File: src/common/id_config.svh
`ifndef ID_CONFIG_SVH
`define ID_CONFIG_SVH

// datapath widths
`define ID_WORD_W      32
`define ID_REG_ADDR_W  5

// credits granted by execute after reset
`define ID_CREDITS     4

// must hold the value ID_CREDITS
`define ID_CREDIT_W    3

`endif

File: src/common/id_pkg.sv
`include "id_config.svh"

package id_pkg;

	typedef logic [`ID_WORD_W-1:0]     word_t;
	typedef logic [`ID_REG_ADDR_W-1:0] reg_addr_t;
	typedef logic [31:0]               inst_t;
	typedef logic [7:0]                aluop_t;

	// value 3 (move group) left unused
	typedef enum logic [2:0] {
		sel_nop   = 3'd0,
		sel_logic = 3'd1,
		sel_shift = 3'd2,
		sel_arith = 3'd4
	} alusel_t;

	//////////////////////////////////////////////////
	// opcodes
	//////////////////////////////////////////////////
	localparam logic [5:0] op_special = 6'b000000;
	localparam logic [5:0] op_addi    = 6'b001000;
	localparam logic [5:0] op_addiu   = 6'b001001;
	localparam logic [5:0] op_slti    = 6'b001010;
	localparam logic [5:0] op_sltiu   = 6'b001011;
	localparam logic [5:0] op_andi    = 6'b001100;
	localparam logic [5:0] op_ori     = 6'b001101;
	localparam logic [5:0] op_xori    = 6'b001110;
	localparam logic [5:0] op_lui     = 6'b001111;

	//////////////////////////////////////////////////
	// SPECIAL funct codes
	//////////////////////////////////////////////////
	localparam logic [5:0] fn_sll  = 6'b000000;
	localparam logic [5:0] fn_srl  = 6'b000010;
	localparam logic [5:0] fn_sra  = 6'b000011;
	localparam logic [5:0] fn_sllv = 6'b000100;
	localparam logic [5:0] fn_srlv = 6'b000110;
	localparam logic [5:0] fn_srav = 6'b000111;
	localparam logic [5:0] fn_add  = 6'b100000;
	localparam logic [5:0] fn_addu = 6'b100001;
	localparam logic [5:0] fn_sub  = 6'b100010;
	localparam logic [5:0] fn_subu = 6'b100011;
	localparam logic [5:0] fn_and  = 6'b100100;
	localparam logic [5:0] fn_or   = 6'b100101;
	localparam logic [5:0] fn_xor  = 6'b100110;
	localparam logic [5:0] fn_nor  = 6'b100111;
	localparam logic [5:0] fn_slt  = 6'b101010;
	localparam logic [5:0] fn_sltu = 6'b101011;

endpackage

File: src/decode/id_decode.sv
`timescale 1ns/1ps

module id_decode (
	input  logic              clk,
	input  logic              reset_n,
	input  id_pkg::inst_t     inst_i,
	input  logic              accept_i,
	output logic              issue_valid_o,
	output id_pkg::alusel_t   alusel_o,
	output id_pkg::aluop_t    aluop_o,
	output logic              wreg_o,
	output id_pkg::reg_addr_t waddr_o,
	output logic              reg1_read_o,
	output id_pkg::reg_addr_t reg1_addr_o,
	output logic              reg2_read_o,
	output id_pkg::reg_addr_t reg2_addr_o,
	output id_pkg::word_t     imm_o
);

	// instruction fields
	logic [5:0]        opcode;
	logic [5:0]        funct;
	logic [4:0]        shamt;
	logic [15:0]       imm16;
	id_pkg::reg_addr_t rs;
	id_pkg::reg_addr_t rt;
	id_pkg::reg_addr_t rd;

	// decoded, not yet registered
	id_pkg::alusel_t   dec_alusel;
	id_pkg::aluop_t    dec_aluop;
	logic              dec_wreg;
	id_pkg::reg_addr_t dec_waddr;
	logic              dec_reg1_read;
	logic              dec_reg2_read;
	id_pkg::word_t     dec_imm;

	assign opcode = inst_i[31:26];
	assign rs     = inst_i[25:21];
	assign rt     = inst_i[20:16];
	assign rd     = inst_i[15:11];
	assign shamt  = inst_i[10:6];
	assign funct  = inst_i[5:0];
	assign imm16  = inst_i[15:0];

	//////////////////////////////////////////////////
	// decode table
	//////////////////////////////////////////////////
	always_comb begin
		// anything not matched below issues as a bubble
		dec_alusel    = id_pkg::sel_nop;
		dec_aluop     = '0;
		dec_wreg      = 1'b0;
		dec_waddr     = '0;
		dec_reg1_read = 1'b0;
		dec_reg2_read = 1'b0;
		dec_imm       = '0;

		case (opcode)
			id_pkg::op_ori, id_pkg::op_andi, id_pkg::op_xori, id_pkg::op_lui: begin
				dec_alusel    = id_pkg::sel_logic;
				dec_aluop     = id_pkg::aluop_t'(opcode);
				dec_wreg      = 1'b1;
				dec_waddr     = rt;
				dec_reg1_read = 1'b1;
				dec_imm       = id_pkg::word_t'(imm16);
			end
			id_pkg::op_addi, id_pkg::op_addiu, id_pkg::op_slti, id_pkg::op_sltiu: begin
				dec_alusel    = id_pkg::sel_arith;
				dec_aluop     = id_pkg::aluop_t'(opcode);
				dec_wreg      = 1'b1;
				dec_waddr     = rt;
				dec_reg1_read = 1'b1;
				dec_imm       = id_pkg::word_t'($signed(imm16));
			end
			id_pkg::op_special: begin
				case (funct)
					id_pkg::fn_and, id_pkg::fn_or, id_pkg::fn_xor, id_pkg::fn_nor: begin
						dec_alusel    = id_pkg::sel_logic;
						dec_aluop     = id_pkg::aluop_t'(funct);
						dec_wreg      = 1'b1;
						dec_waddr     = rd;
						dec_reg1_read = 1'b1;
						dec_reg2_read = 1'b1;
					end
					// shift amount rides on operand 1
					id_pkg::fn_sll, id_pkg::fn_srl, id_pkg::fn_sra: begin
						dec_alusel    = id_pkg::sel_shift;
						dec_aluop     = id_pkg::aluop_t'(funct);
						dec_wreg      = 1'b1;
						dec_waddr     = rd;
						dec_reg2_read = 1'b1;
						dec_imm       = id_pkg::word_t'(shamt);
					end
					id_pkg::fn_sllv, id_pkg::fn_srlv, id_pkg::fn_srav: begin
						dec_alusel    = id_pkg::sel_shift;
						dec_aluop     = id_pkg::aluop_t'(funct);
						dec_wreg      = 1'b1;
						dec_waddr     = rd;
						dec_reg1_read = 1'b1;
						dec_reg2_read = 1'b1;
					end
					id_pkg::fn_add, id_pkg::fn_addu, id_pkg::fn_sub, id_pkg::fn_subu,
					id_pkg::fn_slt, id_pkg::fn_sltu: begin
						dec_alusel    = id_pkg::sel_arith;
						dec_aluop     = id_pkg::aluop_t'(funct);
						dec_wreg      = 1'b1;
						dec_waddr     = rd;
						dec_reg1_read = 1'b1;
						dec_reg2_read = 1'b1;
					end
					default: begin
					end
				endcase
			end
			default: begin
			end
		endcase
	end

	//////////////////////////////////////////////////
	// issue register
	//////////////////////////////////////////////////
	always_ff @(posedge clk or negedge reset_n) begin
		if (!reset_n) begin
			issue_valid_o <= 1'b0;
			alusel_o      <= id_pkg::sel_nop;
			aluop_o       <= '0;
			wreg_o        <= 1'b0;
			waddr_o       <= '0;
			reg1_read_o   <= 1'b0;
			reg1_addr_o   <= '0;
			reg2_read_o   <= 1'b0;
			reg2_addr_o   <= '0;
			imm_o         <= '0;
		end else if (accept_i) begin
			issue_valid_o <= 1'b1;
			alusel_o      <= dec_alusel;
			aluop_o       <= dec_aluop;
			wreg_o        <= dec_wreg;
			waddr_o       <= dec_waddr;
			reg1_read_o   <= dec_reg1_read;
			reg1_addr_o   <= rs;
			reg2_read_o   <= dec_reg2_read;
			reg2_addr_o   <= rt;
			imm_o         <= dec_imm;
		end else begin
			// fields hold, only the valid drops
			issue_valid_o <= 1'b0;
		end
	end

endmodule

File: src/rtl/id_top.sv
`timescale 1ns/1ps

module id_top (
	input  logic              clk,
	input  logic              reset_n,
	// instruction in
	input  id_pkg::inst_t     inst_i,
	input  logic              inst_valid_i,
	output logic              inst_ready_o,
	// register file
	input  id_pkg::word_t     reg1_data_i,
	input  id_pkg::word_t     reg2_data_i,
	output logic              reg1_read_o,
	output id_pkg::reg_addr_t reg1_addr_o,
	output logic              reg2_read_o,
	output id_pkg::reg_addr_t reg2_addr_o,
	// execute and memory results
	input  logic              ex_we_i,
	input  id_pkg::reg_addr_t ex_waddr_i,
	input  id_pkg::word_t     ex_wdata_i,
	input  logic              mem_we_i,
	input  id_pkg::reg_addr_t mem_waddr_i,
	input  id_pkg::word_t     mem_wdata_i,
	// issue toward execute
	input  logic              credit_return_i,
	output logic              issue_valid_o,
	output id_pkg::alusel_t   alusel_o,
	output id_pkg::aluop_t    aluop_o,
	output logic              wreg_o,
	output id_pkg::reg_addr_t waddr_o,
	output id_pkg::word_t     reg1_data_o,
	output id_pkg::word_t     reg2_data_o
);

	logic          accept;
	id_pkg::word_t imm;

	issue_credit u_credit (
		.clk             (clk),
		.reset_n         (reset_n),
		.inst_valid_i    (inst_valid_i),
		.credit_return_i (credit_return_i),
		.inst_ready_o    (inst_ready_o),
		.accept_o        (accept)
	);

	id_decode u_decode (
		.clk           (clk),
		.reset_n       (reset_n),
		.inst_i        (inst_i),
		.accept_i      (accept),
		.issue_valid_o (issue_valid_o),
		.alusel_o      (alusel_o),
		.aluop_o       (aluop_o),
		.wreg_o        (wreg_o),
		.waddr_o       (waddr_o),
		.reg1_read_o   (reg1_read_o),
		.reg1_addr_o   (reg1_addr_o),
		.reg2_read_o   (reg2_read_o),
		.reg2_addr_o   (reg2_addr_o),
		.imm_o         (imm)
	);

	//////////////////////////////////////////////////
	// operand forwarding, one per source
	//////////////////////////////////////////////////
	operand_fwd u_fwd1 (
		.read_i      (reg1_read_o),
		.addr_i      (reg1_addr_o),
		.imm_i       (imm),
		.ex_we_i     (ex_we_i),
		.ex_waddr_i  (ex_waddr_i),
		.ex_wdata_i  (ex_wdata_i),
		.mem_we_i    (mem_we_i),
		.mem_waddr_i (mem_waddr_i),
		.mem_wdata_i (mem_wdata_i),
		.rf_data_i   (reg1_data_i),
		.data_o      (reg1_data_o)
	);

	operand_fwd u_fwd2 (
		.read_i      (reg2_read_o),
		.addr_i      (reg2_addr_o),
		.imm_i       (imm),
		.ex_we_i     (ex_we_i),
		.ex_waddr_i  (ex_waddr_i),
		.ex_wdata_i  (ex_wdata_i),
		.mem_we_i    (mem_we_i),
		.mem_waddr_i (mem_waddr_i),
		.mem_wdata_i (mem_wdata_i),
		.rf_data_i   (reg2_data_i),
		.data_o      (reg2_data_o)
	);

endmodule

File: src/rtl/issue_credit.sv
`timescale 1ns/1ps
`include "id_config.svh"

module issue_credit (
	input  logic clk,
	input  logic reset_n,
	input  logic inst_valid_i,
	input  logic credit_return_i,
	output logic inst_ready_o,
	output logic accept_o
);

	localparam logic [`ID_CREDIT_W-1:0] credit_init = `ID_CREDITS;

	logic [`ID_CREDIT_W-1:0] credit_cnt;

	// no credit left means execute is full
	assign inst_ready_o = (credit_cnt != '0);
	assign accept_o     = inst_valid_i && inst_ready_o;

	//////////////////////////////////////////////////
	// credit counter
	//////////////////////////////////////////////////
	always_ff @(posedge clk or negedge reset_n) begin
		if (!reset_n) begin
			credit_cnt <= credit_init;
		end else begin
			case ({accept_o, credit_return_i})
				2'b10: begin
					credit_cnt <= credit_cnt - 1'b1;
				end
				// execute never returns more than it was given
				2'b01: begin
					credit_cnt <= credit_cnt + 1'b1;
				end
				default: begin
					credit_cnt <= credit_cnt;
				end
			endcase
		end
	end

endmodule

File: src/rtl/operand_fwd.sv
`timescale 1ns/1ps

module operand_fwd (
	input  logic              read_i,
	input  id_pkg::reg_addr_t addr_i,
	input  id_pkg::word_t     imm_i,
	input  logic              ex_we_i,
	input  id_pkg::reg_addr_t ex_waddr_i,
	input  id_pkg::word_t     ex_wdata_i,
	input  logic              mem_we_i,
	input  id_pkg::reg_addr_t mem_waddr_i,
	input  id_pkg::word_t     mem_wdata_i,
	input  id_pkg::word_t     rf_data_i,
	output id_pkg::word_t     data_o
);

	logic ex_hit;
	logic mem_hit;

	// r0 gets no special treatment here
	assign ex_hit  = ex_we_i  && (ex_waddr_i  == addr_i);
	assign mem_hit = mem_we_i && (mem_waddr_i == addr_i);

	// youngest result first: execute, then memory, then register file
	always_comb begin
		if (!read_i)
			data_o = imm_i;
		else if (ex_hit)
			data_o = ex_wdata_i;
		else if (mem_hit)
			data_o = mem_wdata_i;
		else
			data_o = rf_data_i;
	end

endmodule

File: config.mk
export PLATFORM = sky130hd
export DESIGN_NAME = id_top
export DESIGN_NICKNAME = d
export VERILOG_FILES = /design/src/common/id_pkg.sv /design/src/decode/id_decode.sv /design/src/rtl/id_top.sv /design/src/rtl/issue_credit.sv /design/src/rtl/operand_fwd.sv
export VERILOG_INCLUDE_DIRS = /design/src /design/src/common
export SDC_FILE = /design/constraint.sdc
export NUM_CORES = 1
export LEC_CHECK = 0
export BUFFER_PORTS_ARGS = -buffer_cell sky130_fd_sc_hd__clkbuf_2
export CELL_PAD_IN_SITES_DETAIL_PLACEMENT = 0
export CELL_PAD_IN_SITES_GLOBAL_PLACEMENT = 1
export CORE_ASPECT_RATIO = 1.25
export CORE_MARGIN = 10
export CORE_UTILIZATION = 32
export DETAILED_ROUTE_END_ITERATION = 10
export GPL_TIMING_DRIVEN = 0
export HOLD_SLACK_MARGIN = 0.15
export PLACE_DENSITY = 0.89
export RECOVER_POWER = 25
export SYNTH_ARGS = -nofsm -noshare
export SYNTH_HDL_FRONTEND = slang
export SYNTH_HIERARCHICAL = 1
export SYNTH_SLANG_ARGS = --single-unit
File: constraint.sdc
create_clock -name clk -period 2.9 [get_ports clk]
set_input_delay 0.725 -clock clk [delete_from_list [all_inputs] [get_ports clk]]
set_output_delay 0.725 -clock clk [all_outputs]
set_load 0.01 [all_outputs]
== Word level (Yosys, flattened, before mapping) ==
Cells that the tools add are included.
Operators by class
  add/sub/neg operators: 2
  eq/ne operators: 29
  multiplexer cells: 21
  reduce and logical (&&, ||, !) cells: 18
Operator list (count)
  two-way mux 32 bit: 6
  case mux 32 bit (3 select lines): 1
  == test 6 bit (second input constant): 10
  == test 6 x 4 -> 1 bit (second input constant): 8
  == test 5 bit: 4
  == test 6 x 3 -> 1 bit (second input constant): 3
  case mux 3 bit (3 select lines): 2
  case mux 8 bit (2 select lines): 1
  OR reduction 16 bit: 1
  OR reduction 13 bit: 1
  == test 6 x 2 -> 1 bit (second input constant): 2
  zero test 6 bit: 2
  OR reduction 4 bit: 3
  OR reduction 6 bit: 2
  two-way mux 5 bit: 2
  case mux 5 bit (2 select lines): 1
  OR reduction 8 bit: 1
  two-way mux 6 bit: 1
  case mux 3 bit (2 select lines): 1
  logical AND 1 bit: 5
  two-way mux 1 bit: 4
  case mux 1 bit (2 select lines): 2
  adder 3 x 1 -> 3 bit (second input constant): 1
  nonzero test 3 bit: 1
  other kinds (5): 5
Storage, ports and cells
  register bits after elaboration: 65
  input port bits: 176
  output and inout bits: 95
  logic and storage cells: 81

== Logic depth before layout (Yosys ltp) ==
  word-level depth: 5
  gate-level depth with buffers: 8
  mapped depth without buffers: 8

== Hierarchy ==
The synthesis kept the hierarchy.
By module, submodules not included
  operand_fwd: times used 2, cells each 161, area each 1298.7 sq um, seq. area each 0.0 sq um
  id_decode: times used 1, cells each 173, area each 2019.4 sq um, seq. area each 1126.1 sq um
  issue_credit: times used 1, cells each 14, area each 175.2 sq um, seq. area each 76.3 sq um

== Least setup slack after synthesis ==
No wires, ideal clock.
  path kind: input to output
  start point: input port mem_waddr_i[3]
  end point: output port reg1_data_o[11]
  arrival time: 1.878 ns
  path slack: 0.297 ns
  cell stages on the path: 7
  path through: xor2_1 > nor4_1 > and3_1 > buf_6 > buf_12 > mux2i_1 > o221ai_2
Between the ends
  cells in the longest elaborated chain, start to end: 5
RTL lines
  from (decl): line id_top.sv:22  | input id_pkg::reg_addr_t mem_waddr_i,
  == test 5 bit: line operand_fwd.sv:22  | assign mem_hit = mem_we_i && (mem_waddr_i == addr_i);
  logical AND 1 bit: line operand_fwd.sv:22
  two-way mux 32 bit: line operand_fwd.sv:30  | else if (mem_hit)
  two-way mux 32 bit: line operand_fwd.sv:28  | else if (ex_hit)
  two-way mux 32 bit: line operand_fwd.sv:26  | if (!read_i)
  to (decl): line id_top.sv:31  | output id_pkg::word_t reg1_data_o,
Every way passes these cells.

== Worst setup path after layout ==
  start point: input port mem_waddr_i[1]
  end point: output port reg1_data_o[29]
The elaborated chain is that of the path after synthesis.

==> impl_metrics.toml <==
[clock_network]
cts_buffers = 5
root_buffer = "clkbuf_16"
clock-sinks = 48
clockBufferDepth = 2
clk_latency_ns = 0.29
cts_max_level = 2
clk_pin_slew_worst_paths_ns = 0.07
cts_tree = "done"
hold_buffers = 0

[yosys]
seq_area_frac_synth_pct = 25.1
synthFlopType = "dfrtp_1"
synth_top_family_by_area = "compound AO/OA/AOI/OAI gates"
yosys-top-cells-area = "dfrtp_1 (25%), mux2i_1 (13%), o221ai_2 (11%), nand3_1 (4.4%), inv_1 (4.0%)"
yosysMostFrequentCell = "mux2i_1"
synth_cell_types = 50
synth_area_per_cell_um2 = 9.41
async_reset_ff_share_pct = 100
synth_seq_cells = 48
synthXorXnorAreaFrac_pct = 4.20
synth_edf_count = 0
postSynthCellCount = 509
muxShareOfSynthArea_pct = 16.0
netlist_area_um2 = 4790
yosys.area_share.simple_pct = 13.6
yosys_warnings = 6
synth_commonest_cells = "mux2i_1 (64), inv_1 (51), dfrtp_1 (47)"
synth_adder_area_share_pct = 0.679
synth_compound_area_share_pct = 26.0
synth_top_cell_area_share_pct = 24.5
yosys.area.top_type = "dfrtp_1"

[placement]
finalWeightedCongestion = 0.935
dp_cells = 956
post-place-ws_ns = -0.271
port_buffers = 268
hpwl_mm = 16.8

[sta]
whs_ns = 0.500
tightestPinTransition_ns = 1.21
fin_crit_ns = 3.10
fmax_mhz = 323
rsz0062_at_grt = "yes"
period_share_pct = 107
skew_ns = 0.00336
fin_tns_setup_ns = -8.11
setup_viol = 64
slew-limit-headroom_pct = 19.1
setup_ws_ns = -0.199
hold_violations = 0
drv_slew = 0

[global_routing]
grt_pass1_wl_mm = 31.5
met1_usage_pct = 21.7
met2_usage_pct = 34.1
top_usage_layer = "met2"
grt_pass1_vias = 5695
antenna_found_initial = 0
grt_start_max_net_pins = 49
use_met3_pct = 6.02
grt_usage_pct = 19.4
overflow = 0

[status]
status = "finished with violations"
violations = "negative setup slack"

[setup_path]
critPathLaunchType = "primary input"
crit_required_ns = 2.17
critPathMaxFanout = 10
crit_type = "primary input to primary output"
crit_arrival_ns = 2.37
cp-end-kind = "primary output"

[route]
wirelength_mm = 21.5
vias = 5342
drc = 0
detail_route.iter0.violations = 333
ant_nets = 0
dr.pass1.iters = 5
wl_per_cell_um = 21.9
viasPerCell = 5.42

[die]
core.rowCount = 49
die_h_um = 157
die_area_um2 = 20300
boundaryPins = 271
core_area_um2 = 14500
start_util_pct = 33.0
die_w_um = 129

[power_and_ir_drop]
vdd_drop_max_mv = 0.460
p_per_area_nw_per_um2 = 436
p_leak_nw = 3.36

[cells_and_area]
syn2layout_area_growth_pct = 55.8
fin_util_pct = 51.4
nNetsFinal = 984
fill_cells = 1355
num_antenna_cells = 0
drive_above_1_share_pct = 57.6
fin_cells = 985

[min_path]
hp-class = "flip-flop to flip-flop"

[run]
maxCapViolCount = 0
-- per-layer routing --
| layer | part of all wire [%] | up-vias |
|---|---|---|
| met3 | 9.2 | 50 |
| met4 | 3.0 | 0 |
| met2 | 50 | 284 |
| met5 | 0 | - |
| li1 | - | 2475 |
| met1 | 38 | 2533 |
-- logic make-up after synthesis --
family / count (synthesis)
AO/OA/AOI/OAI: 134
flip-flops: 48
AND/OR/NAND/NOR: 112
multiplexers: 75
other: 1
adder cells (fa/ha/maj): 2
buffers and inverters: 114
XOR/XNOR: 23
-- repair_timing --
item | in CTS | in global routing
gates resized for setup | 72 | 86
pin swaps | 17 | 18
buffers inserted | 12 | 4
gates cloned | 5 | 5
endpoints found under the setup margin | 64 | 64
endpoints found under the hold margin | 0 | 0
-- critical path: stages --
cell	delay [ns]
buf_8	0.10
xor2_1	0.13
nor4_1	0.29
and3_1	0.21
buf_6	0.16
buf_12	0.17
mux2i_1	0.27
o221ai_2	0.15
buf_2	0.16
-- area by class of cell --
type	instances	area, um2	share of cell area [%]
Buffer	60	536	7.17
Clock buffer	5	125	1.68
Clock inverter	3	68.8	0.921
Inverter	52	195	2.61
Multi-Input combinational cell	348	3390	45.4
Sequential cell	48	1200	16.1
Tap cell	178	223	2.98
Timing Repair Buffer	291	1730	23.1
-- through the flow --
| stage | power [mW] | cell area (um2) |
|---|---|---|
| floorplan | 1.72 | 4800 |
| global placement | 2.27 | 6360 |
| detailed placement | 2.29 | 6360 |
| CTS | 3.19 | 7120 |
| global route | 3.45 | 7470 |
| finish | 3.26 | 7470 |
-- where the power goes --
part           total (mW)  internal (mW)  switching, mW  leakage [nW]
clock network       0.757          0.497          0.260        0.0944
registers           0.939          0.798          0.142         0.624
logic                1.56          0.739          0.821          2.64
total                3.26           2.03           1.22          3.36
-- flip-flops by register name, indices dropped and copies added (netlist names) --
| name | count |
|---|---|
| u_credit/credit_cnt | 3 |
| u_decode/imm_o | 17 |
| u_decode/aluop_o | 6 |
| u_decode/wreg_o | 1 |
| u_decode/reg2_read_o | 1 |
| u_decode/alusel_o | 3 |
| u_decode/reg2_addr_o | 5 |
| u_decode/issue_valid_o | 1 |
| u_decode/reg1_read_o | 1 |
| u_decode/reg1_addr_o | 5 |
| u_decode/waddr_o | 5 |
-- worst paths after layout --
check,startpoint,to,slack (ns),cells past startpoint
max,mem_waddr_i[1],reg1_data_o[29],-0.20,9
min,u_decode/wreg_o,u_decode/wreg_o,0.50,1
max reg2reg,u_credit/credit_cnt[0],u_decode/imm_o[1],0.61,8
min reg2reg,u_decode/wreg_o,u_decode/wreg_o,0.50,1
max in group asynchronous,reset_n,u_decode/reg2_addr_o[2],1.42,1
min in group asynchronous,reset_n,u_decode/waddr_o[2],0.68,1
-- placed cells by master, fill, tap and decap left out, types with 9 or more instances in the layout --
cell type and instances:
clkbuf_2 229, inv_1 51, dfrtp_1 46, nand3_1 42, o221ai_2 37, clkbuf_1 29
buf_4 28, buf_2 27, mux2i_4 27, mux2i_1 26, a31oi_1 25, nor2b_1 25
o21ai_2 19, xor2_1 16, nand2_1 13, buf_6 12, buf_12 12, mux2_2 11
mux2i_2 11, clkbuf_16 10, o21ai_0 10, o2bb2ai_1 10, and3_1 9, a221o_2 9
Note: power is estimated with default switching activity, not from simulation.
